### src/rv_core_pkg.sv
// ******************************
// rv core shared types, opcodes
// and ALU operation encoding
// ******************************
package rv_core_pkg;

    typedef logic [31:0] instr_t;
    typedef logic [4:0]  reg_addr_t;

    // major opcodes kept by the integer core
    typedef enum logic [6:0] {
        OPC_OP_IMM = 7'b0010011,
        OPC_OP     = 7'b0110011,
        OPC_LUI    = 7'b0110111
    } opcode_e;

    typedef enum logic [3:0] {
        ALU_ADD    = 4'd0,
        ALU_SUB    = 4'd1,
        ALU_SLL    = 4'd2,
        ALU_SLT    = 4'd3,
        ALU_SLTU   = 4'd4,
        ALU_XOR    = 4'd5,
        ALU_SRL    = 4'd6,
        ALU_SRA    = 4'd7,
        ALU_OR     = 4'd8,
        ALU_AND    = 4'd9,
        // LUI result is the immediate itself
        ALU_PASS_B = 4'd10
    } alu_op_e;

    // control travelling with one instruction
    typedef struct packed {
        logic      valid;
        reg_addr_t rd;
        reg_addr_t rs1;
        reg_addr_t rs2;
        alu_op_e   alu_op;
        logic      use_imm;
        logic      we;
    } ctrl_t;

    // addi x0, x0, 0
    localparam instr_t NOP_INSTR = 32'h0000_0013;

endpackage

### src/decode_stage.sv
// ******************************
// decode stage, immediate format
// and decode-to-execute register
// ******************************
`timescale 1ns/1ps

module decode_stage #(
    parameter int XLEN = 64
) (
    input  logic                   c_clk,
    input  logic                   c_rst_n,
    input  logic                   in_valid_i,
    input  rv_core_pkg::instr_t    instr_i,
    output rv_core_pkg::reg_addr_t rs1_addr_o,
    output rv_core_pkg::reg_addr_t rs2_addr_o,
    input  logic [XLEN-1:0]        rs1_data_i,
    input  logic [XLEN-1:0]        rs2_data_i,
    output rv_core_pkg::ctrl_t     ctrl_o,
    output logic [XLEN-1:0]        op_a_o,
    output logic [XLEN-1:0]        op_b_o,
    output logic [XLEN-1:0]        imm_o
);

    // control of addi x0, x0, 0 held while in reset
    localparam rv_core_pkg::ctrl_t NOP_CTRL = '{
        valid:   1'b0,
        rd:      rv_core_pkg::NOP_INSTR[11:7],
        rs1:     rv_core_pkg::NOP_INSTR[19:15],
        rs2:     rv_core_pkg::NOP_INSTR[24:20],
        alu_op:  rv_core_pkg::ALU_ADD,
        use_imm: 1'b1,
        we:      1'b0
    };

    logic [2:0]           funct3;
    logic                 alt;
    rv_core_pkg::ctrl_t   dec_ctrl;
    logic [XLEN-1:0]      dec_imm;

    assign rs1_addr_o = instr_i[19:15];
    assign rs2_addr_o = instr_i[24:20];
    assign funct3     = instr_i[14:12];
    // funct7 bit 5 picks sub and arithmetic shift
    assign alt        = instr_i[30];

    always_comb begin
        dec_ctrl.valid   = 1'b0;
        dec_ctrl.rd      = instr_i[11:7];
        dec_ctrl.rs1     = instr_i[19:15];
        dec_ctrl.rs2     = instr_i[24:20];
        dec_ctrl.alu_op  = rv_core_pkg::ALU_ADD;
        dec_ctrl.use_imm = 1'b1;
        dec_imm          = XLEN'($signed(instr_i[31:20]));
        case (instr_i[6:0])
            rv_core_pkg::OPC_OP_IMM, rv_core_pkg::OPC_OP: begin
                dec_ctrl.valid   = in_valid_i;
                dec_ctrl.use_imm = (instr_i[6:0] == rv_core_pkg::OPC_OP_IMM);
                case (funct3)
                    3'b000: dec_ctrl.alu_op = (alt && !dec_ctrl.use_imm) ?
                                              rv_core_pkg::ALU_SUB : rv_core_pkg::ALU_ADD;
                    3'b001: dec_ctrl.alu_op = rv_core_pkg::ALU_SLL;
                    3'b010: dec_ctrl.alu_op = rv_core_pkg::ALU_SLT;
                    3'b011: dec_ctrl.alu_op = rv_core_pkg::ALU_SLTU;
                    3'b100: dec_ctrl.alu_op = rv_core_pkg::ALU_XOR;
                    3'b101: dec_ctrl.alu_op = alt ? rv_core_pkg::ALU_SRA : rv_core_pkg::ALU_SRL;
                    3'b110: dec_ctrl.alu_op = rv_core_pkg::ALU_OR;
                    default: dec_ctrl.alu_op = rv_core_pkg::ALU_AND;
                endcase
            end
            rv_core_pkg::OPC_LUI: begin
                dec_ctrl.valid  = in_valid_i;
                dec_ctrl.alu_op = rv_core_pkg::ALU_PASS_B;
                dec_imm         = XLEN'($signed({instr_i[31:12], 12'b0}));
            end
            // anything else leaves a bubble
            default: dec_ctrl.valid = 1'b0;
        endcase
        dec_ctrl.we = (dec_ctrl.rd != 5'd0);
    end

    always_ff @(posedge c_clk) begin
        if (!c_rst_n) begin
            ctrl_o <= NOP_CTRL;
        end else begin
            ctrl_o <= dec_ctrl;
        end
    end

    always_ff @(posedge c_clk) begin
        op_a_o <= rs1_data_i;
        op_b_o <= rs2_data_i;
        imm_o  <= dec_imm;
    end

endmodule

### config.mk
export PLATFORM = sky130hd
export DESIGN_NAME = decode_stage
export DESIGN_NICKNAME = d
export VERILOG_FILES = /design/src/rv_core_pkg.sv /design/src/decode_stage.sv
export SDC_FILE = /design/constraint.sdc
export NUM_CORES = 1
export LEC_CHECK = 0
export BUFFER_PORTS_ARGS = -buffer_cell sky130_fd_sc_hd__buf_2
export CAP_MARGIN = 20
export CORE_AREA = 2 2 149 151
export CTS_CLUSTER_DIAMETER = 60
export DETAILED_ROUTE_END_ITERATION = 16
export DIE_AREA = 0 0 151 153
export SLEW_MARGIN = 25
export SYNTH_ARGS = -nofsm -noshare
export SYNTH_HDL_FRONTEND = slang
export SYNTH_SLANG_ARGS = --single-unit
### constraint.sdc
create_clock -name c_clk -period 1.8 [get_ports c_clk]
set_input_delay 0.27 -clock c_clk [delete_from_list [all_inputs] [get_ports c_clk]]
set_output_delay 0.27 -clock c_clk [all_outputs]
set_load 0.005 [all_outputs]
==> metrics <==
worst setup margin 359 ps; Seq/Total Area, Yosys 81.4%; min-delay src instr_i[29]; Worst-path clk slew roughly 70 ps; number of global-route vias before repair roughly 4000; Max Clk Rate 0.694 GHz; port bufs around 390; DRT iter0 DRCs 85; hpwl dp ~11000 µm; Starting Density approximately a fifth; DRC Markers 0; MaxCap Viol Count 0; initial antenna violation count 3; Hold Crit Class in -> reg; Yosys top cell by area dfxtp_1; CP peak stage delay between 500 and 600 ps; CTS root buf clkbuf_16; Seq cells post-synth approximately 180; H-tree depth 4; setup violators final 0; placed insts approximately 920; Fin. Hold Viols 0; Slew @ Worst Pin 384 ps; largest net degree at the start of global routing 34; total gr overflow 0; RSZ-0062 raised after global routing false; CP Capture Type primary output; Post-Syn Nets 464; WL per Instance 14.3 µm; Area after DPL between 0.006 and 0.007 mm²; Synth Cell Area between 0.004 and 0.005 mm²; first-pass GRT wire length roughly 22000 µm; Synth area leaders dfxtp_1 (81%), buf_4 (7.0%), a21o_1 (3.2%); vias after detailed routing between 3000 and 4000; Yosys cell types 26; status completed; Post-Syn Instances 301; share of cells above drive strength 1 a little over half; pre-CTS setup slack 314 ps; Layout Cells excl Fill around 1100; worst hold endpoint imm_o[29]; chip width about 150 µm; design area about 0.0083 mm²; slowest CP cell dfxtp_2; Total Routing Usage GR about an eighth; crit path DAT about 1200 ps; peak supply drop 521 µV; crit-path max FO 33; worst-path cell chain buf_2; Mean Syn Cell Area ~15 µm²; Buf/Inv on CP 1; fin crit share between 80% and 90%; required time worst endpoint ~1500 ps; Slew HR 74.4%; area delta synth->final 85.4%; hold slack ~55 ps; Top-Level Pins around 390; minimum clock period approximately 1400 ps; Inserted Diodes 0; chip height between 150 and 200 µm; Max Root-Sink Buffers 2; clk sinks between 150 and 200; Design Power approximately 8.6 mW; power density cells roughly 1000 mW/mm²; CTS Buf Count 17; DRT Pass-1 Iters 4; setup TNS 0 ps; crit-path leading delay family flip-flops; core area 0.0215 mm²; kind of critical path reg -> out; static leakage 4.16 nW; final wirelength ~15000 µm; Post-CTS Setup Inserts 0; final core occ 38.6%; vias per cell 3.59; hold depth 2; die area approximately 0.023 mm²; yosys warns 0; max-slew violations 0; gp weighted congestion roughly 0.71; Levels on crit path 1; Synth top area share approximately 81%; final net count approximately 950; # rows 54; crit path launch type register; CTS tree done; ANT nets after route 0
placed cells by master (no fill, tap or decap), types with 2 or more instances in the layout:
| cell | instances |
|---|---|
| inv_8 | 3 |
| dlygate4sd3_1 | 129 |
| buf_2 | 386 |
| clkinv_2 | 2 |
| clkbuf_16 | 17 |
| nand2_1 | 2 |
| and2_1 | 15 |
| dfxtp_1 | 181 |
| nand3b_1 | 2 |
| buf_4 | 2 |
| clkinv_4 | 3 |
| a21o_1 | 19 |
| clkinv_8 | 2 |
| nor2b_1 | 14 |
| inv_6 | 3 |
| nor3_1 | 2 |
| o21a_1 | 2 |
state kept, by name, summed over array words and instances, names as in the netlist:
signal / count
ctrl_o: 22
op_b_o: 64
op_a_o: 64
imm_o: 32
synth_stat cells:
cell      number
nand4_1        1
nor2_1         2
a221o_1        1
dfxtp_1      182
clkbuf_1       1
or4_1          1
buf_6          2
nor3_1         2
nand2_1        2
nand3_1        1
nand2b_1       1
buf_4         42
o21ai_0        1
o21a_1         2
a211oi_1       1
o311a_1        1
a21o_1        19
a21oi_1        1
buf_2          3
or3b_4         1
and3_1         1
nor2b_1       14
mux2_2         1
or2_1          1
and2_1        15
nand3b_1       2
layout make-up:
cell class                 instances  area, µm²
clock buffer                      18        429
clock inverter                    14        136
fill                            2111      13200
multi-input combinational         71        479
sequential                       182       3640
tap                              280        350
timing repair buffer             518       3260
logic make-up (layout without fill, tap and decap cells):
group | count (synthesis) | count (layout) | share of synthesized area [%]
muxes | 1 | 1 | 0.252
DFF | 182 | 182 | 81.4
buffers and inverters | 48 | 550 | 7.97
and+or+nand+nor | 44 | 44 | 6.04
AOI/OAI and AO/OA | 26 | 26 | 4.36
what timing repair did:
action	CTS	global route
gates resized for setup	0	1
endpoints found under the setup margin	0	33
hold buffers	129	0
hold endpoints to repair	129	0
worst max-delay path by stage:
stage                     startpoint         to  slack [ps]
after floorplan            imm_o[31]  imm_o[32]         480
after global placement    instr_i[6]  imm_o[28]         320
after detailed placement  instr_i[6]  imm_o[26]         310
after CTS                  imm_o[31]  imm_o[43]          60
after global routing       imm_o[31]  imm_o[37]         250
final                      imm_o[31]  imm_o[43]         360
per-layer routing:
metal | track usage (%) | wire length (µm)
met1 | 12.7 | 5670
met2 | 23.6 | 8080
met3 | 5.28 | 1390
met4 | 4.90 | 300
met5 | 0 | 34
power breakdown:
| part | internal [mW] | leakage [nW] | switching, mW |
|---|---|---|---|
| sequential | 4.24 | 1.53 | 0.0619 |
| clock | 1.84 | 0.277 | 1.69 |
| combinational | 0.511 | 2.35 | 0.288 |
| total | 6.58 | 4.16 | 2.04 |
(Power assumes the default switching activity.)
